File: src/hdl/frame_match_pkg.sv
package frame_match_pkg;

	// stream and pattern memory
	typedef logic [7:0] byte_t;
	typedef logic [29:0] pattern_word_t;
	typedef logic [10:0] mem_addr_t;

	// host bus
	typedef logic [11:0] wb_addr_t;
	typedef logic [31:0] wb_data_t;

	// match results
	typedef logic [2:0] match_vec_t;
	typedef logic [1:0] match_id_t;
	typedef logic [15:0] hit_count_t;

	localparam int N_PATTERNS = 3;

	// per pattern i the flags sit at DONT_CARE_BASE + 2i and END_BASE + 2i
	localparam int DONT_CARE_BASE = 24;
	localparam int END_BASE = 25;

	// host addresses below this one go to the pattern memory
	localparam wb_addr_t MEM_SPACE_SIZE = 12'h800;

	localparam wb_addr_t CSR_MATCH_EN = 12'h800;
	localparam wb_addr_t CSR_HITS_BASE = 12'h801;
	localparam wb_addr_t CSR_STATUS = 12'h804;

	// match_id sits in bits 5:4 of the status word
	localparam int STATUS_ID_LSB = 4;

	typedef enum logic {
		idle,
		host_wait_ack
	} arb_state_t;

endpackage

File: src/hdl/pattern_mem_arbiter.sv
module pattern_mem_arbiter #(
	parameter int MEM_ADDR_W = 11
) (
	input logic s_axis_clk,
	input logic rst_n_cdc,

	// matcher side, read only
	input logic stream_rd,
	input frame_match_pkg::mem_addr_t stream_addr,
	output frame_match_pkg::pattern_word_t stream_data,

	// host side, Wishbone classic slave
	input logic mem_cyc,
	input logic mem_stb,
	input logic mem_we,
	input frame_match_pkg::mem_addr_t mem_adr,
	input frame_match_pkg::pattern_word_t mem_dat_w,
	output frame_match_pkg::wb_data_t mem_dat_r,
	output logic mem_ack,

	// RAM port
	output logic ram_en,
	output logic ram_we,
	output frame_match_pkg::mem_addr_t ram_addr,
	output frame_match_pkg::pattern_word_t ram_wdata,
	input frame_match_pkg::pattern_word_t ram_rdata
);
	import frame_match_pkg::*;

	arb_state_t state;

	logic host_req;
	logic host_grant;
	logic [MEM_ADDR_W-1:0] sel_addr;

	assign host_req = mem_cyc & mem_stb;

	// the stream has no back-pressure, so the host only gets cycles without a beat
	assign host_grant = (state == idle) & host_req & ~stream_rd;

	assign sel_addr = stream_rd ? stream_addr[MEM_ADDR_W-1:0] : mem_adr[MEM_ADDR_W-1:0];

	assign ram_en = stream_rd | host_grant;
	assign ram_we = host_grant & mem_we;
	assign ram_addr = mem_addr_t'(sel_addr);
	assign ram_wdata = mem_dat_w;

	// both requesters look at the same read port
	assign stream_data = ram_rdata;
	assign mem_dat_r = wb_data_t'(ram_rdata);

	// the host word was read at the grant edge and is valid now,
	// even if a beat is taking the port in this cycle
	assign mem_ack = (state == host_wait_ack);

	always_ff @(posedge s_axis_clk) begin
		if (!rst_n_cdc) begin
			state <= idle;
		end else begin
			case (state)
				idle: begin
					if (host_grant) begin
						state <= host_wait_ack;
					end
				end
				host_wait_ack: begin
					state <= idle;
				end
				default: begin
					state <= idle;
				end
			endcase
		end
	end

	// an acked host write went into the RAM in a cycle that had no beat
	assert property (@(posedge s_axis_clk) disable iff (!rst_n_cdc)
		(mem_ack && mem_we) |-> $past(ram_we && !stream_rd));

	// the host is only answered while its cycle is still open
	assert property (@(posedge s_axis_clk) disable iff (!rst_n_cdc)
		mem_ack |-> mem_cyc);

endmodule

File: config.mk
export PLATFORM = sky130hd
export DESIGN_NAME = pattern_mem_arbiter
export DESIGN_NICKNAME = d
export VERILOG_FILES = /design/src/hdl/frame_match_pkg.sv /design/src/hdl/pattern_mem_arbiter.sv
export SDC_FILE = /design/constraint.sdc
export NUM_CORES = 1
export LEC_CHECK = 0
export BUFFER_PORTS_ARGS = -buffer_cell sky130_fd_sc_hd__buf_2
export CORE_AREA = 2 2 74 76
export CTS_CLUSTER_DIAMETER = 150
export DETAILED_ROUTE_END_ITERATION = 6
export DIE_AREA = 0 0 76 78
export PLACE_DENSITY_LB_ADDON = 0.05
export SLEW_MARGIN = 30
export SYNTH_ARGS = -nofsm -noshare
export SYNTH_HDL_FRONTEND = slang
export SYNTH_SLANG_ARGS = --single-unit
File: constraint.sdc
create_clock -name s_axis_clk -period 1.5 [get_ports s_axis_clk]
set_input_delay 0.075 -clock s_axis_clk [delete_from_list [all_inputs] [get_ports s_axis_clk]]
set_output_delay 0.075 -clock s_axis_clk [all_outputs]
set_load 0.02 [all_outputs]
==> flow_summary_export.csv <==
group,metric,value,unit
setup_path,critical-path-top-delay-family,"simple AND/OR/NAND/NOR gates",
routing,wl_per_cell,15.0,um
layout,largest_register_ff_count,1,
global_route,grt_pass1_wl,2.63,mm
layout,final_nets,150,
floorplanning,die_w,76,um
synthesis,synth.most_common_cell,"buf_4",
layout,finalNonFillerCells,130,
global_route,track_usage,5.74,%
synthesis,postSynthAreaPerCell,8.26,sq um
layout,area_growth_syn_to_layout,-44.2,%
timing,final.setup.tns,0,ns
flow_run,max_cap_viol_count,0,
power,p_per_area,351,nW/um^2
setup_path,path_cells,"buf_2 -> nor4bb_1 -> and2_1 -> buf_2",
layout,seq_area,20.0,sq um
timing,max_slew_vio_count,0,
floorplanning,row_count,26,
layout,layout-drive-gt1-share,86.7,%
placement,place.port_buffers,41,
timing,max_clock_freq,918,MHz
synthesis,synth_enable_flop_cells,0,
setup_path,setup.worst_path.end_class,"output port",
timing,worst_clock_skew,0,ns
timing,fin_crit,1.09,ns
synthesis,synth.largest_area_cell,"buf_4",
layout,area_of_the_multi_input_gates,199,sq um
routing,route.vias.total,396,
global_route,number_of_antenna_violations_at_the_first_check_in_global_routing,0,
layout,num_antenna_cells,0,
timing,setup_viol_count_final,0,
setup_path,worst-path-buf-inv,2,
setup_path,cp_slowest_stage_delay,0.38,ns
run_status,run_status,"complete, no violations",
synthesis,share_of_synthesized_flip_flops_with_an_asynchronous_set_or_reset,0,%
timing,hold_viol_final,0,
synthesis,post_synth_main_area_contributors,"buf_4 75%, mux2_4 15%, mux2_2 2.5%",
synthesis,synth_largest_type_area_fraction,75.3,%
floorplanning,initial_utilization,18.2,%
routing,first_pass_iters,2,
floorplanning,chipHeight,78,um
setup_path,timing.critical_path.required,1.42,ns
setup_path,cp_common_cell,"buf_2",
routing,drc,0,
layout,final.fill_count,595,
floorplanning,core,5040,sq um
synthesis,dominantRegCellSynth,"dfxtp_1",
synthesis,syn_inst,111,
global_route,gr-total-overflow,0,
placement,gpl.final_weighted_congestion,0.652,
timing,timing.final.crit_share,72.6,%
power,vdd_drop_max,0.0447,mV
setup_path,worst_setup_path_class,"in -> out",
setup_path,master_of_the_slowest_instance_on_the_critical_path,"nor4bb_1",
floorplanning,ioPinCount,194,
synthesis,synth.cells.most_frequent,"92 x buf_4, 9 x mux2_4, 2 x and2_1, 2 x mux2_2",
routing,drt_wl_total,1.95,mm
setup_path,kind_of_start_point_of_the_critical_path,"input pin",
synthesis,syn-cell-area,917,sq um
power,power_leakage,0.275,nW
routing,drt-vias-per-instance,3.05,
placement,numPlacedInstances,130,
timing,grt_setup_unrepaired,"no",
min_path,holdCritPathClass,"in -> out",
routing,antenna_left,0,
cts,worst_skew_pair.late_latency,0,ns
synthesis,yosysWarningCount,0,
placement,dp_hpwl,1.71,mm
global_route,number_of_global_route_vias_before_repair,432,
floorplanning,die-area,5930,sq um
cts,count_of_hold_fix_buffers_inserted_at_cts,0,
synthesis,ffs_latches_synth,1,
synthesis,synth_sequential_area_ratio,2.18,%
cts,cts.repair_timing.setup_buffer_count,0,
cts,postCtsResizedCells,0,
setup_path,timing.critical_path.arrival,1.01,ns
routing,initialDrtViolationCount,3,
setup_path,crit_path_max_fanout,13,
global_route,maximum_number_of_pins_on_one_net_before_global_route_repair,14,
synthesis,post_synth_num_cell_types,10,
-- placed cells by master (no fill, tap or decap) --
cell,n
buf_2,41
mux2_4,9
mux2_2,2
and2_1,2
conb_1,2
nand2_1,1
o21bai_1,1
nor4bb_1,1
dfxtp_1,1
-- area by class of cell --
type | instances | area share, %
Tap cell | 70 | 17.1
Sequential cell | 1 | 3.91
Timing Repair Buffer | 41 | 40.1
Multi-Input combinational cell | 18 | 38.9
-- stage by stage --
stage	hold WS, ns	power (mW)	worst slack, ns	util [%]	area (sq um)
2_1_floorplan	0.197	0.474	0.513	-	921
3_3_place_gp	0.150	0.184	0.365	10.1	512
3_5_place_dp	0.150	0.183	0.380	10.1	512
4_1_cts	0.150	0.183	0.381	10.1	512
5_1_grt	0.150	0.192	0.313	10.1	512
6_report	0.150	0.180	0.411	10.1	512
-- power breakdown --
part	leakage, nW	switching [mW]	internal [mW]
logic	0.266	0.0746	0.0767
registers	0.00813	0.000500	0.0279
clock network	0	0	0
-- routing by layer --
| metal | vias up | part of all wire (%) | global-route usage [%] |
|---|---|---|---|
| li1 | 149 | - | - |
| met1 | 141 | 20 | 3.48 |
| met2 | 71 | 45 | 9.20 |
| met3 | 35 | 24 | 5.58 |
| met4 | 0 | 10 | 6.00 |
| met5 | - | 0 | 0 |
-- logic make-up after synthesis --
logic type / Yosys count / synth area share (%)
AO/OA/AOI/OAI: 1 / 0.819
buffers and inverters: 93 / 76.5
flip-flops: 1 / 2.18
multiplexers: 11 / 17.2
other: 1 / 0.409
AND/OR/NAND/NOR: 4 / 2.86
-- path summary, 6_finish.rpt --
check	from	endpoint	slack, ns	depth (start not counted)
setup / recovery	stream_rd	ram_we	0.41	4
hold / removal	mem_dat_w[11]	ram_wdata[11]	0.15	0
setup reg to reg	mem_ack	mem_ack	0.63	2
hold reg to reg	mem_ack	mem_ack	0.61	2
-- worst reg2reg max path, stage by stage (launching register included) --
cell and delay (ns):
dfxtp_1 0.30, nor4bb_1 0.33, and2_1 0.18
Note: power is estimated with default switching activity, not from simulation.
