### src/hdl/frame_match_pkg.sv
package frame_match_pkg;

	// stream and pattern memory
	typedef logic [7:0] byte_t;
	typedef logic [29:0] pattern_word_t;
	typedef logic [10:0] mem_addr_t;

	// host bus
	typedef logic [11:0] wb_addr_t;
	typedef logic [31:0] wb_data_t;

	// match results
	typedef logic [2:0] match_vec_t;
	typedef logic [1:0] match_id_t;
	typedef logic [15:0] hit_count_t;

	localparam int N_PATTERNS = 3;

	// per pattern i the flags sit at DONT_CARE_BASE + 2i and END_BASE + 2i
	localparam int DONT_CARE_BASE = 24;
	localparam int END_BASE = 25;

	// host addresses below this one go to the pattern memory
	localparam wb_addr_t MEM_SPACE_SIZE = 12'h800;

	localparam wb_addr_t CSR_MATCH_EN = 12'h800;
	localparam wb_addr_t CSR_HITS_BASE = 12'h801;
	localparam wb_addr_t CSR_STATUS = 12'h804;

	// match_id sits in bits 5:4 of the status word
	localparam int STATUS_ID_LSB = 4;

	typedef enum logic {
		idle,
		host_wait_ack
	} arb_state_t;

endpackage

### src/hdl/eth_frame_matcher.sv
module eth_frame_matcher #(
	parameter int MEM_ADDR_W = 11
) (
	input logic s_axis_clk,
	input logic rst_n_cdc,

	input frame_match_pkg::byte_t s_axis_tdata,
	input logic s_axis_tlast,
	input logic s_axis_tvalid,

	input frame_match_pkg::match_vec_t match_en,

	// pattern memory read, data comes back one cycle after the beat
	output logic stream_rd,
	output frame_match_pkg::mem_addr_t stream_addr,
	input frame_match_pkg::pattern_word_t stream_data,

	output frame_match_pkg::match_vec_t match,
	output frame_match_pkg::match_id_t match_id,
	output logic frame_done
);
	import frame_match_pkg::*;

	logic [MEM_ADDR_W-1:0] beat_cnt;

	// beat registered to line up with the RAM data
	byte_t axis_data_q;
	logic axis_last_q;
	logic axis_valid_q;

	// all beats of the current frame agreed so far
	match_vec_t pattern_agree;
	match_vec_t beat_miss;
	match_vec_t frame_match;

	logic frame_end;

	assign stream_rd = s_axis_tvalid;
	assign stream_addr = mem_addr_t'(beat_cnt);

	// position of the current beat within its frame
	always_ff @(posedge s_axis_clk) begin
		if (!rst_n_cdc) begin
			beat_cnt <= '0;
		end else if (s_axis_tvalid) begin
			if (s_axis_tlast) begin
				beat_cnt <= '0;
			end else begin
				beat_cnt <= beat_cnt + 1'b1;
			end
		end
	end

	always_ff @(posedge s_axis_clk) begin
		axis_data_q <= s_axis_tdata;
		axis_last_q <= s_axis_tlast;
	end

	always_ff @(posedge s_axis_clk) begin
		if (!rst_n_cdc) begin
			axis_valid_q <= 1'b0;
			frame_end <= 1'b0;
		end else begin
			axis_valid_q <= s_axis_tvalid;
			frame_end <= axis_valid_q & axis_last_q;
		end
	end

	for (genvar i = 0; i < N_PATTERNS; i++) begin : g_pattern
		// a wrong byte counts unless it is a don't-care place, and an end
		// mark before the real end of the frame always fails
		assign beat_miss[i] =
			(stream_data[8*i +: 8] != axis_data_q && !stream_data[DONT_CARE_BASE + 2*i])
			|| (stream_data[END_BASE + 2*i] && !axis_last_q);

		always_ff @(posedge s_axis_clk) begin
			if (!rst_n_cdc) begin
				pattern_agree[i] <= 1'b1;
				frame_match[i] <= 1'b0;
			end else if (axis_valid_q) begin
				if (axis_last_q) begin
					frame_match[i] <= pattern_agree[i] & ~beat_miss[i] & match_en[i];
					pattern_agree[i] <= 1'b1;
				end else if (beat_miss[i]) begin
					pattern_agree[i] <= 1'b0;
				end
			end
		end
	end

	// counts frames that hit any pattern, wrapping at four
	always_ff @(posedge s_axis_clk) begin
		if (!rst_n_cdc) begin
			match_id <= '0;
		end else if (frame_end && frame_match != '0) begin
			match_id <= match_id + 1'b1;
		end
	end

	assign match = frame_match;
	assign frame_done = frame_end;

	// a frame longer than the pattern memory would alias onto its first words
	assert property (@(posedge s_axis_clk) disable iff (!rst_n_cdc)
		(s_axis_tvalid && !s_axis_tlast) |-> (beat_cnt != '1));

endmodule

### config.mk
export PLATFORM = sky130hd
export DESIGN_NAME = eth_frame_matcher
export DESIGN_NICKNAME = d
export VERILOG_FILES = /design/src/hdl/frame_match_pkg.sv /design/src/hdl/eth_frame_matcher.sv
export SDC_FILE = /design/constraint.sdc
export NUM_CORES = 1
export LEC_CHECK = 0
export ABC_AREA = 1
export BUFFER_PORTS_ARGS = -buffer_cell sky130_fd_sc_hd__buf_2
export CORE_ASPECT_RATIO = 0.8
export CORE_MARGIN = 5
export CORE_UTILIZATION = 49
export CTS_BUF_LIST = sky130_fd_sc_hd__clkbuf_4
export DETAILED_ROUTE_END_ITERATION = 16
export PLACE_DENSITY = 0.88
export SLEW_MARGIN = 25
export SYNTH_ARGS = -nofsm -noshare
export SYNTH_HDL_FRONTEND = slang
export SYNTH_SLANG_ARGS = --single-unit
### constraint.sdc
create_clock -name s_axis_clk -period 1.6 [get_ports s_axis_clk]
set_input_delay 0.32 -clock s_axis_clk [delete_from_list [all_inputs] [get_ports s_axis_clk]]
set_output_delay 0.32 -clock s_axis_clk [all_outputs]
set_load 0.01 [all_outputs]
==> summary.txt <==
Clock power frac: 28.8%
Warnings, synthesis: 0
CTS Hold Buffers Added: 0
Syn Nets: 273
Peak VDD IR: 0.607 mV
cell area power density: 726 mW/mm²
CP Launch Type: flip-flop
Non-Filler Instances: 334
Max Freq: 787 MHz
Setup Buffers After CTS: 0
I/O Pins: 63
CP max-delay cell: dfxtp_1
final hold slack: 0.0818 ns
remaining antenna violation count after routing: 0
Die Span Y: 60.3 µm
clock-pin slew on the worst setup and hold paths: 0.09 ns
Num CTS Buffers: 5
layout cell share with drive strength beyond 1: 27.9%
Clock H-tree levels: 2
Starting DRT DRC Count: 51
final worst-path setup slack: 0.330 ns
Yosys top cell by area: dfxtp_1
Setup Skew: 0.00899 ns
worst skew pair latency: 0.33 ns
sequential share of power: 56.3%
switching power: 376 µW
Initial Util: 50.5%
Slew @ Worst Pin: 0.266 ns
PortBufs: 62
DRC errors left: 0
Crit path arrival time: 0.95 ns
number of global-route vias before repair: 1,492
first-pass detailed-route iteration total: 6
Net Sw Frac: 26.8%
initial antenna violation count: 0
dpl ws: 0.347 ns
Avg Vias per Cell: 4.50
Die X: 72.8 µm
max_cap viols: 0
CP max stage delay: 0.45 ns
CP endpoint kind: output pin
root buf cell: clkbuf_4
endpoints failing setup: 0
Total GRT Usage: 17.2%
largest net degree at the start of global routing: 10
syn_area_per_cell: 6.82 µm²
clk buf depth: 2
post-synthesis cell area: 0.00155 mm²
clock sink count: 30
slew margin rel.: 82.2%
post-synthesis instance total: 227
total chip power: 1.41 mW
top cell type's share of synthesized area: 38.8%
Logic pwr share: 14.9%
Seq cells post-synth: 30
sequential fraction of the synthesis area: 38.8%
Via Count: 1,502
Antenna Cells: 0
Fin Setup TNS: 0 ns
fin. max-slew vios: 0
Pint: 1.03 mW
Overflow after GRT: 0
critical path cell sequence: buf_2
gpl congestion: 0.828
dpl hpwl: 2.83 mm
critical path class: reg2out
Hold Path Class: in2reg
CTS tree: done
RSZ-0062 raised after global routing: no
Routed WL per cell: 10.2 µm
global-route wire length before repair: 5.83 mm
nets@finish: 340
placed cells: 327
area of the die: 0.00439 mm²
post_cts resized: 0
final hold violations: 0
fin crit period: 1.27 ns
Total Wirelength: 3.42 mm
period utilization: 79.4%
Crit path buffers/inverters: 1
crit path max fanout: 7
# rows: 18
library cells used by synthesis: 26
area delta synth->final: 25.1%
CP required: 1.28 ns
crit-path leading delay family: flip-flops
Placeable Area: 0.00306 mm²
P_leak: 1.02 nW
outcome: finished clean
synth top area cells: dfxtp_1 39%, nand2_1 19%, inv_1 9.2%, xnor2_1 7.4%, nor2_1 5.1%
## synth_stat cells (all sizes together)
| library cell | number |
|---|---|
| nand2 | 78 |
| inv | 41 |
| dfxtp | 30 |
| nor2 | 24 |
| xnor2 | 13 |
| a21oi | 10 |
| o21ai | 8 |
| nand3 | 7 |
| nor3 | 7 |
| a21boi | 3 |
| buf | 2 |
| and3 | 1 |
| ha | 1 |
| nand4 | 1 |
| nor3b | 1 |
## metal layers
layer / global-route usage (%) / vias to the layer above / share of wire [%]
li1: - / 817 / -
met1: 20.3 / 632 / 45
met2: 29.2 / 46 / 45
met3: 6.55 / 7 / 9.0
met4: 5.00 / 0 / 1.1
met5: 0 / - / 0
## worst reg2reg max path, delay by kind of cell, from the launching register on
kind / cells / cell delay [ns]
simple gates: 6 / 0.55
flops: 1 / 0.41
fa+ha+maj: 1 / 0.24
## area by class of cell
cell class,instances,area [µm²]
multi-input combinational,154,774
sequential,30,601
tap,40,50.0
clock buffer,5,37.5
fill,296,1130
timing repair buffer,62,310
clock inverter,2,10.0
inverter,41,154
## kinds of logic after synthesis
group | count (synthesis) | synth area share, %
compound gates | 21 | 8.25
xor+xnor | 13 | 7.36
fa+ha+maj | 1 | 0.808
buf+inv | 43 | 11.2
flops | 30 | 38.8
simple gates | 119 | 33.6
## metrics by stage
step           utilization, %  instance area, µm²
3_3_place_gp             61.7                1890
5_1_grt                  63.2                1940
6_report                 63.2                1940
4_1_cts                  63.2                1940
3_5_place_dp             61.7                1890
2_1_floorplan               -                1550
## power groups by stage
stage               clock network (mW)  registers [mW]  logic (mW)
detailed placement                   0           0.809       0.208
floorplan                            0           0.808       0.121
global route                     0.463           0.794       0.238
global placement                     0           0.806       0.204
CTS                              0.421           0.791       0.210
finish                           0.405           0.791       0.210
## worst paths after layout
check	startpoint	endpoint	slack, ns	cells past startpoint
setup / recovery	stream_addr[4]$_SDFFE_PN0P_	stream_addr[4]	0.33	1
hold / removal	s_axis_tdata[5]	axis_data_q[5]$_DFF_P_	0.08	1
setup reg to reg	stream_addr[1]$_SDFFE_PN0P_	stream_addr[10]$_SDFFE_PN0P_	0.34	7
hold reg to reg	match_id[1]$_SDFFE_PN0P_	match_id[1]$_SDFFE_PN0P_	0.47	2
## flip-flops by register name, summed over array words and instances (netlist names)
register,count
pattern_agree,3
match_id,2
frame_done,1
axis_valid_q,1
axis_last_q,1
axis_data_q,8
match,3
stream_addr,11
## cells in the final DEF, fill, tap and decap left out, types with 4 or more instances in the layout
cell type and count:
inv_1 38, nor3_1 6, a21oi_1 9, nor2_1 21, xnor2_1 13, nand2_1 77
dfxtp_1 30, o21ai_0 4, buf_2 62, nand3_1 4, clkbuf_4 5
Note: power is estimated with default switching activity, not from simulation.
