File: src/hdl/frame_match_pkg.sv
package frame_match_pkg;

	// stream and pattern memory
	typedef logic [7:0] byte_t;
	typedef logic [29:0] pattern_word_t;
	typedef logic [10:0] mem_addr_t;

	// host bus
	typedef logic [11:0] wb_addr_t;
	typedef logic [31:0] wb_data_t;

	// match results
	typedef logic [2:0] match_vec_t;
	typedef logic [1:0] match_id_t;
	typedef logic [15:0] hit_count_t;

	localparam int N_PATTERNS = 3;

	// per pattern i the flags sit at DONT_CARE_BASE + 2i and END_BASE + 2i
	localparam int DONT_CARE_BASE = 24;
	localparam int END_BASE = 25;

	// host addresses below this one go to the pattern memory
	localparam wb_addr_t MEM_SPACE_SIZE = 12'h800;

	localparam wb_addr_t CSR_MATCH_EN = 12'h800;
	localparam wb_addr_t CSR_HITS_BASE = 12'h801;
	localparam wb_addr_t CSR_STATUS = 12'h804;

	// match_id sits in bits 5:4 of the status word
	localparam int STATUS_ID_LSB = 4;

	typedef enum logic {
		idle,
		host_wait_ack
	} arb_state_t;

endpackage

File: src/hdl/matcher_csr.sv
module matcher_csr (
	input logic s_axis_clk,
	input logic rst_n_cdc,

	// host Wishbone classic slave
	input logic wb_cyc,
	input logic wb_stb,
	input logic wb_we,
	input frame_match_pkg::wb_addr_t wb_adr,
	input frame_match_pkg::wb_data_t wb_dat_w,
	output frame_match_pkg::wb_data_t wb_dat_r,
	output logic wb_ack,

	// forwarded pattern memory access
	output logic mem_cyc,
	output logic mem_stb,
	output logic mem_we,
	output frame_match_pkg::mem_addr_t mem_adr,
	output frame_match_pkg::pattern_word_t mem_dat_w,
	input frame_match_pkg::wb_data_t mem_dat_r,
	input logic mem_ack,

	output frame_match_pkg::match_vec_t match_en,
	input frame_match_pkg::match_vec_t match,
	input frame_match_pkg::match_id_t match_id,
	input logic frame_done
);
	import frame_match_pkg::*;

	logic mem_sel;
	logic reg_access;
	logic reg_ack;

	wb_data_t reg_rdata;
	wb_data_t reg_rdata_q;

	hit_count_t hit_cnt [N_PATTERNS];

	assign mem_sel = (wb_adr < MEM_SPACE_SIZE);

	// pattern memory accesses go straight through to the arbiter
	assign mem_cyc = wb_cyc & mem_sel;
	assign mem_stb = wb_stb & mem_sel;
	assign mem_we = wb_we;
	assign mem_adr = wb_adr[10:0];
	assign mem_dat_w = wb_dat_w[29:0];

	// first cycle of a register access, the ack follows one cycle later
	assign reg_access = wb_cyc & wb_stb & ~mem_sel & ~reg_ack;

	always_comb begin
		reg_rdata = '0;
		if (wb_adr == CSR_MATCH_EN) begin
			reg_rdata = wb_data_t'(match_en);
		end else if (wb_adr == CSR_STATUS) begin
			reg_rdata = wb_data_t'(match);
			reg_rdata[STATUS_ID_LSB +: 2] = match_id;
		end
		for (int i = 0; i < N_PATTERNS; i++) begin
			if (wb_adr == CSR_HITS_BASE + wb_addr_t'(i)) begin
				reg_rdata = wb_data_t'(hit_cnt[i]);
			end
		end
	end

	always_ff @(posedge s_axis_clk) begin
		if (!rst_n_cdc) begin
			reg_ack <= 1'b0;
			match_en <= '0;
		end else begin
			reg_ack <= reg_access;
			// the other registers are read only, so writes to them are dropped
			if (reg_access && wb_we && wb_adr == CSR_MATCH_EN) begin
				match_en <= wb_dat_w[2:0];
			end
		end
	end

	always_ff @(posedge s_axis_clk) begin
		if (reg_access) begin
			reg_rdata_q <= reg_rdata;
		end
	end

	// hit counters stop at their maximum
	always_ff @(posedge s_axis_clk) begin
		for (int i = 0; i < N_PATTERNS; i++) begin
			if (!rst_n_cdc) begin
				hit_cnt[i] <= '0;
			end else if (frame_done && match[i] && hit_cnt[i] != '1) begin
				hit_cnt[i] <= hit_cnt[i] + 1'b1;
			end
		end
	end

	assign wb_ack = reg_ack | mem_ack;
	assign wb_dat_r = reg_ack ? reg_rdata_q : mem_dat_r;

	// each access gets exactly one ack cycle, on either path
	assert property (@(posedge s_axis_clk) disable iff (!rst_n_cdc)
		wb_ack |=> !wb_ack);

endmodule

File: config.mk
export PLATFORM = sky130hd
export DESIGN_NAME = matcher_csr
export DESIGN_NICKNAME = d
export VERILOG_FILES = /design/src/hdl/frame_match_pkg.sv /design/src/hdl/matcher_csr.sv
export SDC_FILE = /design/constraint.sdc
export NUM_CORES = 1
export LEC_CHECK = 0
export BUFFER_PORTS_ARGS = -buffer_cell sky130_fd_sc_hd__buf_2
export CORE_MARGIN = 2
export CORE_UTILIZATION = 45
export CTS_BUF_LIST = sky130_fd_sc_hd__clkbuf_16
export DETAILED_ROUTE_END_ITERATION = 12
export GPL_ROUTABILITY_DRIVEN = 0
export PLACE_DENSITY = 0.72
export SETUP_SLACK_MARGIN = 0.02
export SLEW_MARGIN = 15
export SYNTH_ARGS = -nofsm -noshare
export SYNTH_HDL_FRONTEND = slang
export SYNTH_SLANG_ARGS = --single-unit
export TNS_END_PERCENT = 30
File: constraint.sdc
create_clock -name s_axis_clk -period 6.55 [get_ports s_axis_clk]
set_input_delay 0.655 -clock s_axis_clk [delete_from_list [all_inputs] [get_ports s_axis_clk]]
set_output_delay 0.655 -clock s_axis_clk [all_outputs]
set_load 0.01 [all_outputs]
==> results by group, run 1 <==
Job
  • Max-cap violations: 0

Clock tree
  • Depth of the CTS H-tree: 3
  • Post-cts sizing count: 0
  • Insertion delay to the later sink of the worst-skew pair: around 0.33 ns
  • Clock Sink Count: between 60 and 70
  • Clock tree from TritonCTS: built
  • Number of buffers added for setup after CTS: 0
  • Clock edge transition at the registers on the reported setup and hold paths: ~0.05 ns
  • TritonCTS buffer count: 9
  • Root buffer cell: sky130_fd_sc_hd__clkbuf_16
  • Quantity of hold-fixing buffers added after cts: 0
  • Maximum buffer depth of the clock tree: 2

Finish
  • Share of post-route cells with drive strength above 1: a little under a third
  • Sequential cell area: around 2000 sq um
  • Filler Cells Inserted: between 800 and 900
  • Filler-free cell count of the finished design: 632
  • Syn-to-layout area delta: 14.0%
  • Multi-input gate area: ~1900 sq um
  • Net count of the finished layout: 591
  • Antenna diode count: 0

Setup path
  • Endpoint required time on the critical path: roughly 6.7 ns
  • Slowest stage delay, CP: 0.90 ns
  • Type of the setup path with the least slack: in2reg
  • Slowest cell on the critical path: sky130_fd_sc_hd__nor4_2
  • Critical-path cell list: buf_2, or4_1, nor4_2, a221oi_1, nor2_1
  • Kind of capture point of the worst setup path: register
  • Crit path max fanout: 11
  • Worst setup SP type: primary input
  • Arrival @ worst endpoint: approximately 2.9 ns

Routing
  • Number of iterations in the first detailed-routing pass: 7
  • Drt total wl: 11.4 mm
  • DR WL/cell: 18.0 um
  • Detailed-route DRC error count: 0
  • Avg Vias per Cell: between 5 and 6
  • Number of DRC markers in iteration 0: 350
  • Number of antenna-violating nets in the routed design: 0
  • Total via count after detailed routing: approximately 3,500

Yosys
  • Netlist cell types: 51
  • Number of warning messages in the yosys log: 0
  • Count of flip-flops with a built-in enable after synthesis: 64
  • Dominant cell type by area after synthesis: sky130_fd_sc_hd__edfxtp_1
  • Synthesis-stage register bit count: 68
  • Number of nets produced by synthesis: around 530
  • Fraction of synthesized cell area taken by the top area cell type: 43.9%
  • Post-synthesis instance total: 434
  • Mean instance size in the synthesized netlist: between 10 and 15 sq um
  • Top post-synthesis cells by count: sky130_fd_sc_hd__nor2_1 (65), sky130_fd_sc_hd__edfxtp_1 (64), sky130_fd_sc_hd__buf_4 (44)
  • Largest cells by area after synthesis: sky130_fd_sc_hd__edfxtp_1 (44%), sky130_fd_sc_hd__buf_4 (7.6%), sky130_fd_sc_hd__nor2_1 (5.6%)
  • Most common flop cell mapped by yosys: sky130_fd_sc_hd__edfxtp_1
  • Cell with the most instances after synthesis: sky130_fd_sc_hd__nor2_1
  • Proportion of synthesized flip-flops having asynchronous set or reset: 0%
  • Proportion of synthesized chip area in sequential cells: a little under half
  • Post-Syn Area: 4370 sq um

Pwr
  • Combinational Power Share: a little over a tenth
  • Seq pwr share: between 40% and 50%
  • P_leak: 1.88 nW
  • Peak supply drop: approximately 0.090 mV
  • Cell-internal power: 837 uW
  • Power density over the cells: 220 nW/um^2
  • Clk pwr share: 41.4%
  • Total net switching power: between 200 and 300 uW
  • Proportion of total power due to net switching: around a quarter

Placement
  • HPWL after detailed placement: between 8 and 9 mm
  • Port Buffer Count: about 110
  • DP Cell Count: slightly above 600

Min path
  • Hold crit path type: reg2reg

Floorplan
  • IO Count: roughly 170
  • Chip Width: 103 um
  • Starting Density: between 40% and 50%
  • Floorplan row count: 35
  • Overall die area: around 11,000 sq um
  • CORE AREA: roughly 9300 sq um
  • Die boundary height: 103 um

STA
  • Final worst path period need: approximately 2.7 ns
  • Fin Hold WS: about 0.52 ns
  • RSZ-0062 raised after global routing: no
  • Setup TNS after final layout: 0 ns
  • Final period utilization: 41.0%
  • Hold violation count in the final report: 0
  • Rel. slew slack: between 20% and 30%
  • Final max-slew violation count: 0
  • Clock Skew: 0.00646 ns
  • Final-report setup violation count: 0
  • Slew at the pin with the worst max-slew slack: roughly 1.0 ns
  • Fmax: 372 MHz

Global route
  • Wire length of the first global-routing pass: between 15 and 20 mm
  • Total global routing overflow: 0
  • Maximum number of pins on one net before global-route repair: 32
  • Vias in the first global route: 3,308
  • Total Routing Usage GR: between 20% and 30%
  • Initial antenna violation count: 0

Outcome
  • Outcome: complete, no violations
## cells by family after synthesis
kind of cell,count (synthesis),synth area share [%]
adder cells (fa/ha/maj),3,0.858
XOR/XNOR,40,8.01
multiplexers,16,4.12
AO/OA/AOI/OAI,46,8.21
flip-flops,68,45.8
buffers and inverters,76,10.6
AND/OR/NAND/NOR,185,22.4
## critical path, delay by kind of cell
family / cells / cell delay, ns
compound gates: 1 / 0.27
buf+inv: 1 / 0.10
simple gates: 3 / 1.81
## flip-flops by register name (all words and copies together) (netlist names)
register,flops
hit_cnt,48
reg_rdata_q,16
match_en,3
reg_ack,1
## metal layers
metal / global-route usage, % / vias up / wire, um
li1: - / 1669 / -
met2: 35.6 / 168 / 5530
met3: 4.54 / 25 / 922
met1: 25.3 / 1646 / 4560
met5: 0 / - / 0
met4: 10.9 / 0 / 357
## placed cells by master (no fill, tap or decap), types with 4 or more instances in the layout
cell	n
sky130_fd_sc_hd__nor4_1	7
sky130_fd_sc_hd__nand3_1	25
sky130_fd_sc_hd__nor2_1	65
sky130_fd_sc_hd__or2_2	5
sky130_fd_sc_hd__xor2_1	13
sky130_fd_sc_hd__mux2_2	16
sky130_fd_sc_hd__a221oi_1	4
sky130_fd_sc_hd__nand2_1	14
sky130_fd_sc_hd__edfxtp_1	64
sky130_fd_sc_hd__and3_1	5
sky130_fd_sc_hd__dfxtp_1	4
sky130_fd_sc_hd__a21oi_1	5
sky130_fd_sc_hd__inv_1	21
sky130_fd_sc_hd__clkbuf_16	9
sky130_fd_sc_hd__nand4_1	8
sky130_fd_sc_hd__nor3_1	11
sky130_fd_sc_hd__a222oi_1	7
sky130_fd_sc_hd__nor2b_1	22
sky130_fd_sc_hd__xnor2_1	27
sky130_fd_sc_hd__o21ai_0	13
sky130_fd_sc_hd__buf_2	111
## power by group through the flow
stage / registers, mW / clock network (mW) / logic (mW)
5_1_grt: 0.529 / 0.482 / 0.128
4_1_cts: 0.526 / 0.463 / 0.117
3_3_place_gp: 0.533 / 0 / 0.114
2_1_floorplan: 0.525 / 0 / 0.0891
3_5_place_dp: 0.534 / 0 / 0.116
6_report: 0.527 / 0.454 / 0.116
## cell type report
class | instances | area share, %
inverter | 19 | 1.43
multi-input combinational | 290 | 38.4
timing repair buffer | 112 | 11.3
sequential | 68 | 40.2
tap | 129 | 3.24
clock buffer | 9 | 4.52
clock inverter | 5 | 0.954
## through the flow
step	area (sq um)	worst slack [ns]	utilization (%)	power, mW
2_1_floorplan	4370	4.41	-	0.614
3_3_place_gp	4710	3.42	50.4	0.647
3_5_place_dp	4710	3.42	50.4	0.650
4_1_cts	4980	3.75	53.4	1.11
5_1_grt	4980	3.73	53.4	1.14
6_report	4980	3.86	53.4	1.10
## final timing paths
check / from / endpoint / slack (ns) / cells after the start
worst min-delay path: match_en[2] / match_en[2] / 0.52 / 2
worst max-delay path: wb_adr[5] / reg_rdata_q[3] / 3.86 / 5
worst max register to register: hit_cnt[0][0] / hit_cnt[0][10] / 4.08 / 5
worst min register to register: match_en[2] / match_en[2] / 0.52 / 2
Power figures use the tool's default switching activity.
==> run 2: changes to the inputs <==
--- a/config.mk
+++ b/config.mk
@@ -5,13 +5,14 @@
 export SDC_FILE = /design/constraint.sdc
 export NUM_CORES = 1
 export LEC_CHECK = 0
+export ABC_AREA = 1
 export BUFFER_PORTS_ARGS = -buffer_cell sky130_fd_sc_hd__buf_2
 export CORE_MARGIN = 2
 export CORE_UTILIZATION = 45
 export CTS_BUF_LIST = sky130_fd_sc_hd__clkbuf_16
 export DETAILED_ROUTE_END_ITERATION = 12
 export GPL_ROUTABILITY_DRIVEN = 0
-export PLACE_DENSITY = 0.72
+export PLACE_DENSITY = 0.75
 export SETUP_SLACK_MARGIN = 0.02
 export SLEW_MARGIN = 15
 export SYNTH_ARGS = -nofsm -noshare
==> constraint.sdc (replaced) <==
create_clock -name s_axis_clk -period 2.2 [get_ports s_axis_clk]
set_input_delay 0.22 -clock s_axis_clk [delete_from_list [all_inputs] [get_ports s_axis_clk]]
set_output_delay 0.22 -clock s_axis_clk [all_outputs]
set_load 0.01 [all_outputs]
==> results by group, run 2 <==
STA
  • Setup TNS after final layout: 0 ns (unchanged)
  • Setup slack after layout: 0.176 ns (-3.69 ns)
  • Final-report setup violation count: 0 (unchanged)
  • Final max-slew violation count: 0 (unchanged)
  • Final period utilization: between 90 and 100%
  • Rel. slew slack: 63.4% (+34 points)
  • Clock Skew: 0.00860 ns (+0.00214 ns)
  • Final worst path period need: between 2 and 2.5 ns
  • Slew at the pin with the worst max-slew slack: 0.545 ns (-0.499 ns)
  • RSZ-0062 raised after global routing: no
  • Fin Hold WS: 0.122 ns (-0.396 ns)
  • Hold violation count in the final report: 0 (unchanged)
  • Fmax: around 490 MHz

Routing
  • Drt total wl: 12.3 mm (+7.9%)
  • Number of iterations in the first detailed-routing pass: 4 (-3)
  • Detailed-route DRC error count: 0 (unchanged)
  • Avg Vias per Cell: 5.06 (-8.9%)
  • Number of DRC markers in iteration 0: 341 (-2.6%)
  • DR WL/cell: 14.9 um (-17%)
  • Total via count after detailed routing: 4,158 (+19%)
  • Number of antenna-violating nets in the routed design: 0 (unchanged)

Pwr
  • P_leak: 2.41 nW (+28%)
  • Total power after layout: 3.46 mW (+220%)
  • Power density over the cells: 649 nW/um^2 (+190%)
  • Peak supply drop: 0.368 mV (+310%)

Global route
  • Initial antenna violation count: 1 (+1)
  • Vias in the first global route: 4,064 (+23%)
  • Maximum number of pins on one net before global-route repair: 24 (-25%)
  • Total global routing overflow: 0 (unchanged)
  • Total Routing Usage GR: 22.6% (+1.5 points)
  • Wire length of the first global-routing pass: 19.7 mm (+19%)

Finish
  • Largest registers in the final layout: hit_cnt (48), reg_rdata_q (16), match_en (3)
  • Utilization after layout: 52.6% (-0.87 points)
  • Filler-free cell count of the finished design: 822 (+30%)
  • Share of post-route cells with drive strength above 1: 23.1% (-7.9 points)
  • Register name with the most flops: hit_cnt
  • Syn-to-layout area delta: 15.2%
  • Commonest non-fill, non-tap cells in the layout: sky130_fd_sc_hd__nand2_1 (137), sky130_fd_sc_hd__buf_2 (111), sky130_fd_sc_hd__nor2_1 (101)
  • Filler Cells Inserted: 925 (+11%)
  • Largest register FFs: 48 (unchanged)
  • Leading cell type in the layout, fill and taps excluded: sky130_fd_sc_hd__nand2_1
  • Net count of the finished layout: 771 (+30%)
  • Post-route standard cell area excluding fillers: 5330 sq um (+6.9%)

Setup path
  • Path depth of the worst reg2reg path: 8 (+3)
  • Arrival @ worst endpoint: 2.19 ns (-0.66 ns)
  • Crit path max fanout: 16 (+5)
  • Kind of capture point of the worst setup path: register
  • Endpoint required time on the critical path: 2.37 ns (-4.34 ns)
  • Type of the setup path with the least slack: reg2reg
  • Worst setup SP type: register

Floorplan
  • Overall die area: 11,100 sq um (+5.6%)
  • Chip Width: 105 um (+2.7%)
  • Floorplan row count: 37 (+5.7%)
  • Starting Density: 45.6% (-1.2 points)
  • CORE AREA: 10,100 sq um (+8.7%)
  • Die boundary height: 105 um (+2.7%)
  • IO Count: 168 (unchanged)

Yosys
  • Synthesis-stage register bit count: 68 (unchanged)
  • Proportion of synthesized area in mux cells: 0% (-4.1 points)
  • Top post-synthesis cells by count: sky130_fd_sc_hd__nand2_1 (137), sky130_fd_sc_hd__nor2_1 (101), sky130_fd_sc_hd__inv_1 (70)
  • Post-Synth Simple-Gate Area: 31.7% (+9.3 points)
  • Netlist cell types: 34 (-33%)
  • Post-synthesis instance total: 607 (+40%)
  • Area share of fa/ha/maj cells after synthesis: 0.811% (-0.047 points)
  • Largest cells by area after synthesis: sky130_fd_sc_hd__edfxtp_1 (42%), sky130_fd_sc_hd__nand2_1 (11%), sky130_fd_sc_hd__nor2_1 (8.2%)
  • Most common flop cell mapped by yosys: sky130_fd_sc_hd__edfxtp_1
  • Mean instance size in the synthesized netlist: 7.62 sq um (-24%)
  • Cell with the most instances after synthesis: sky130_fd_sc_hd__nand2_1
  • Synth Area in XOR/XNOR: 3.22% (-4.8 points)
  • Count of flip-flops with a built-in enable after synthesis: 64 (unchanged)
  • Proportion of synthesized flip-flops having asynchronous set or reset: 0% (unchanged)
  • Fraction of synthesized cell area taken by the top area cell type: 41.5% (-2.4 points)
  • Largest family of logic cells by synthesized area: simple AND/OR/NAND/NOR gates
  • Complex-gate fraction of the synthesized area: 6.22% (-2.0 points)
  • Proportion of synthesized chip area in sequential cells: 43.3% (-2.5 points)
  • Number of nets produced by synthesis: 698 (+33%)
  • Number of warning messages in the yosys log: 0 (unchanged)
  • Post-Syn Area: 4630 sq um (+5.8%)
  • Dominant cell type by area after synthesis: sky130_fd_sc_hd__edfxtp_1

Placement
  • Pre-CTS WS: 0.244 ns (-3.18 ns)
  • DP Cell Count: 805 (+30%)
  • Port Buffer Count: 111 (unchanged)
  • Instance area at placement: 5010 sq um (+6.5%)
  • HPWL after detailed placement: 9.55 mm (+9.2%)

Min path
  • Hold crit path type: in2reg
  • Hold Path Stages: 3 (+1)

Clock tree
  • Clock tree from TritonCTS: built
  • Depth of the CTS H-tree: 3 (unchanged)
  • Clock Sink Count: 68 (unchanged)
  • Quantity of hold-fixing buffers added after cts: 0 (unchanged)
  • TritonCTS buffer count: 9 (unchanged)
  • Maximum buffer depth of the clock tree: 2 (unchanged)
  • Clock edge transition at the registers on the reported setup and hold paths: 0.06 ns (about the same)
  • Number of buffers added for setup after CTS: 0 (unchanged)
  • Root buffer cell: sky130_fd_sc_hd__clkbuf_16
  • Post-cts sizing count: 0 (unchanged)
  • Insertion delay to the later sink of the worst-skew pair: 0.34 ns (about the same)

Job
  • Max-cap violations: 0 (unchanged)

Outcome
  • Outcome: complete, no violations
==> run 2: changes by cell type after synthesis, moves of 15 or more <==
cell	change
sky130_fd_sc_hd__a21oi_1	+39
sky130_fd_sc_hd__inv_1	+51
sky130_fd_sc_hd__mux2_2	-16
sky130_fd_sc_hd__nand2_1	+123
sky130_fd_sc_hd__nand3_1	+15
sky130_fd_sc_hd__nor2_1	+36
sky130_fd_sc_hd__nor2b_1	-22
sky130_fd_sc_hd__xnor2_1	-21
==> run 2: metal layers <==
metal | part of all wire [%] | GRT usage [%]
met1 | 39 | 26.9
met4 | 1.6 | 6.95
met2 | 49 | 39.5
met3 | 9.9 | 6.37
met5 | 0 | 0
==> run 2: layout make-up <==
class / instances / area [sq um] / share of cell area (%)
Sequential cell: 68 / 2000 / 37.6
Tap cell: 136 / 170 / 3.19
Clock inverter: 7 / 91.3 / 1.71
Antenna cell: 1 / 2.50 / 0.0470
Clock buffer: 9 / 225 / 4.23
Multi-Input combinational cell: 408 / 1940 / 36.5
Timing Repair Buffer: 119 / 616 / 11.6
Inverter: 74 / 279 / 5.24
==> run 2: cells by family after synthesis <==
logic type	after synthesis
buf+inv	131
flops	68
compound gates	57
xor+xnor	17
fa+ha+maj	3
simple gates	331
==> run 2: worst paths after layout <==
check	endpoint	slack, ns	startpoint
worst max-delay path	hit_cnt[1][14]	0.18	hit_cnt[1][0]
worst min-delay path	match_en[2]	0.12	wb_dat_w[2]
worst max register to register	hit_cnt[1][14]	0.18	hit_cnt[1][0]
worst min register to register	match_en[0]	0.54	match_en[0]
==> run 2: worst max-delay path, cell delays in order (launching register included) <==
cell and delay (ns):
sky130_fd_sc_hd__edfxtp_1 0.44, sky130_fd_sc_hd__ha_1 0.24, sky130_fd_sc_hd__nand2_1 0.10, sky130_fd_sc_hd__inv_1 0.08, sky130_fd_sc_hd__nand2_1 0.08, sky130_fd_sc_hd__nor2_1 0.08, sky130_fd_sc_hd__nand3_1 0.13, sky130_fd_sc_hd__nand4_2 0.39
sky130_fd_sc_hd__a21oi_1 0.31
==> run 2: power breakdown <==
| group | switching [mW] | internal (mW) | leakage (nW) |
|---|---|---|---|
| clock | 0.568 | 0.988 | 0.151 |
| sequential | 0.0687 | 1.48 | 0.680 |
| combinational | 0.212 | 0.136 | 1.58 |
| total | 0.849 | 2.61 | 2.41 |
==> run 3: changes to the inputs <==
==> constraint.sdc (replaced) <==
create_clock -name s_axis_clk -period 1.7 [get_ports s_axis_clk]
set_input_delay 0.17 -clock s_axis_clk [delete_from_list [all_inputs] [get_ports s_axis_clk]]
set_output_delay 0.17 -clock s_axis_clk [all_outputs]
set_load 0.01 [all_outputs]
==> results by group, run 3 (synthesized netlist as in run 2, its figures left out) <==
STA
  • Rel. slew slack: 68.8% (+5.4 points)
  • Setup slack after layout: 0.0562 ns (-0.120 ns)
  • Final-report setup violation count: 0 (unchanged)
  • RSZ-0062 raised after global routing: yes
  • Hold violation count in the final report: 0 (unchanged)
  • Final worst path period need: 1.64 ns (-0.380 ns)
  • Clock Skew: 0.00836 ns (-0.000244 ns)
  • Fin Hold WS: 0.0791 ns (-0.0431 ns)
  • Final max-slew violation count: 0 (unchanged)
  • Fmax: 608 MHz (+23%)
  • Final period utilization: 96.7% (+4.7 points)
  • Setup TNS after final layout: 0 ns (unchanged)
  • Slew at the pin with the worst max-slew slack: 0.465 ns (-0.0802 ns)

Floorplan
  • CORE AREA: 10,100 sq um (unchanged)
  • Die boundary height: 105 um (unchanged)
  • Chip Width: 105 um (unchanged)
  • Starting Density: 45.6% (unchanged)
  • Overall die area: 11,100 sq um (unchanged)
  • IO Count: 168 (unchanged)
  • Floorplan row count: 37 (unchanged)

Global route
  • Wire length of the first global-routing pass: 19.6 mm (-0.67%)
  • Total Routing Usage GR: 22.1% (-0.49 points)
  • Initial antenna violation count: 0 (-1)
  • Vias in the first global route: 4,101 (+0.91%)
  • Total global routing overflow: 0 (unchanged)
  • Maximum number of pins on one net before global-route repair: 34 (+42%)

Routing
  • DR WL/cell: 15.0 um (+0.54%)
  • Drt total wl: 12.8 mm (+4.3%)
  • Avg Vias per Cell: 5.15 (+1.8%)
  • Number of DRC markers in iteration 0: 296 (-13%)
  • Detailed-route DRC error count: 0 (unchanged)
  • Number of iterations in the first detailed-routing pass: 5 (+1)
  • Number of antenna-violating nets in the routed design: 0 (unchanged)
  • Total via count after detailed routing: 4,392 (+5.6%)

Setup path
  • Endpoint required time on the critical path: 1.74 ns (-0.63 ns)
  • Arrival @ worst endpoint: 1.68 ns (-0.51 ns)
  • Path depth of the worst reg2reg path: 7 (-1)
  • Capture instance of the worst register-to-register path: hit_cnt[0][3]
  • Crit path max fanout: 16 (unchanged)
  • Kind of capture point of the worst setup path: register
  • Type of the setup path with the least slack: reg2reg
  • R2R Setup Slk: 0.06 ns (-0.12 ns)
  • Reg-to-Reg Start: hit_cnt[0][1]
  • Worst setup SP type: register

Clock tree
  • Clock edge transition at the registers on the reported setup and hold paths: 0.06 ns (about the same)
  • Depth of the CTS H-tree: 3 (unchanged)
  • TritonCTS buffer count: 9 (unchanged)
  • Clock tree from TritonCTS: built
  • Quantity of hold-fixing buffers added after cts: 0 (unchanged)
  • Root buffer cell: sky130_fd_sc_hd__clkbuf_16
  • Maximum buffer depth of the clock tree: 2 (unchanged)
  • Clock Sink Count: 68 (unchanged)
  • Insertion delay to the later sink of the worst-skew pair: 0.33 ns (about the same)

Pwr
  • Cell-internal power: 3.58 mW (+37%)
  • Seq pwr share: 42.6% (-2.3 points)
  • P_leak: 2.64 nW (+9.4%)
  • Proportion of total power due to net switching: 23.8% (-0.79 points)
  • Total power after layout: 4.70 mW (+36%)
  • Total net switching power: 1.12 mW (+32%)
  • Clk pwr share: 45.8% (+0.8 points)
  • Combinational Power Share: 11.6% (+1.5 points)
  • Peak supply drop: 0.783 mV (+110%)
  • Power density over the cells: 814 nW/um^2 (+25%)

Finish
  • Antenna diode count: 0 (-1)
  • Leading cell type in the layout, fill and taps excluded: sky130_fd_sc_hd__nand2_1
  • Register name with the most flops: hit_cnt
  • Share of post-route cells with drive strength above 1: 28.9% (+5.8 points)
  • Largest registers in the final layout: hit_cnt (48), reg_rdata_q (16), match_en (3)
  • Net count of the finished layout: 803 (+4.2%)
  • Commonest non-fill, non-tap cells in the layout: sky130_fd_sc_hd__nand2_1 (133), sky130_fd_sc_hd__buf_2 (111), sky130_fd_sc_hd__nor2_1 (99)
  • Largest register FFs: 48 (unchanged)
  • Syn-to-layout area delta: 24.9%

Outcome
  • Outcome: complete, no violations

Placement
  • Pre-CTS WS: -0.0177 ns (-0.261 ns)
  • HPWL after detailed placement: 9.60 mm (+0.56%)
  • Port Buffer Count: 111 (unchanged)

Job
  • Max-cap violations: 0 (unchanged)

Min path
  • Hold crit path type: in2reg
  • Hold Path Stages: 3 (unchanged)
  • Origin of the worst min-delay path: wb_dat_w[1]
  • Worst Hold End: match_en[1]
==> run 3: cell types whose count changed in the layout (fill, tap and decap cells not counted), moves of 3 or more <==
cell,previous run,this run
sky130_fd_sc_hd__inv_1,71,68
sky130_fd_sc_hd__nand2_1,137,133
sky130_fd_sc_hd__nor3_4,0,3
sky130_fd_sc_hd__buf_12,0,5
sky130_fd_sc_hd__nand3_1,40,36
sky130_fd_sc_hd__ha_1,3,0
sky130_fd_sc_hd__nand2_2,2,6
sky130_fd_sc_hd__nand3_4,1,4
sky130_fd_sc_hd__buf_4,8,34
==> run 3: timing repair <==
action                     in CTS  in global routing
gates resized for setup         1                 27
setup endpoints to repair      14                 96
pin swaps                       0                 11
buffers inserted                0                  7
==> run 3: layout make-up <==
cell class / count / area (sq um)
clock buffer: 9 / 225
clock inverter: 7 / 114
fill: 892 / 4360
inverter: 74 / 279
multi-input combinational: 408 / 2070
sequential: 68 / 2000
tap: 136 / 170
timing repair buffer: 151 / 922
==> run 3: critical path: stages, from the launching register on <==
cell	delay [ns]
sky130_fd_sc_hd__edfxtp_1	0.45
sky130_fd_sc_hd__ha_4	0.21
sky130_fd_sc_hd__nand3_2	0.10
sky130_fd_sc_hd__inv_2	0.07
sky130_fd_sc_hd__nand4_1	0.19
sky130_fd_sc_hd__nand2_1	0.07
sky130_fd_sc_hd__nand2_1	0.11
sky130_fd_sc_hd__buf_12	0.16
==> run 3: through the flow <==
step | std cells | util [%] | cell area (sq um)
after CTS | 846 | 55.3 | 5610
after floorplan | 607 | - | 4630
final | 853 | 57.0 | 5780
after global routing | 853 | 57.0 | 5780
after detailed placement | 830 | 51.9 | 5260
after global placement | 830 | 51.9 | 5260
==> run 3: power groups by stage <==
stage               sequential [mW]  combinational, mW  clock [mW]
floorplan                      2.01              0.338           0
global placement               2.02              0.507           0
detailed placement             2.03              0.517           0
CTS                            1.99              0.521        2.15
global route                   2.01              0.603        2.21
finish                         2.00              0.546        2.15
==> run 3: worst max path at each step <==
stage / start / endpoint / slack, ns / cells past startpoint
after CTS: hit_cnt[1][0] / hit_cnt[1][10] / 0.006 / 9
final: hit_cnt[0][1] / hit_cnt[0][3] / 0.06 / 7
after detailed placement: hit_cnt[0][1] / hit_cnt[0][13] / -0.02 / 6
after global routing: hit_cnt[2][1] / hit_cnt[2][12] / -0.01 / 7
after global placement: wb_adr[3] / reg_rdata_q[7] / 0.05 / 8
after floorplan: hit_cnt[0][0] / hit_cnt[0][0] / -0.05 / 6
==> run 3: metal layers <==
layer / track usage, % / share of wire (%)
met2: 38.6 / 50
met4: 7.33 / 2.3
met3: 4.51 / 9.3
met1: 27.3 / 39
met5: 0 / 0
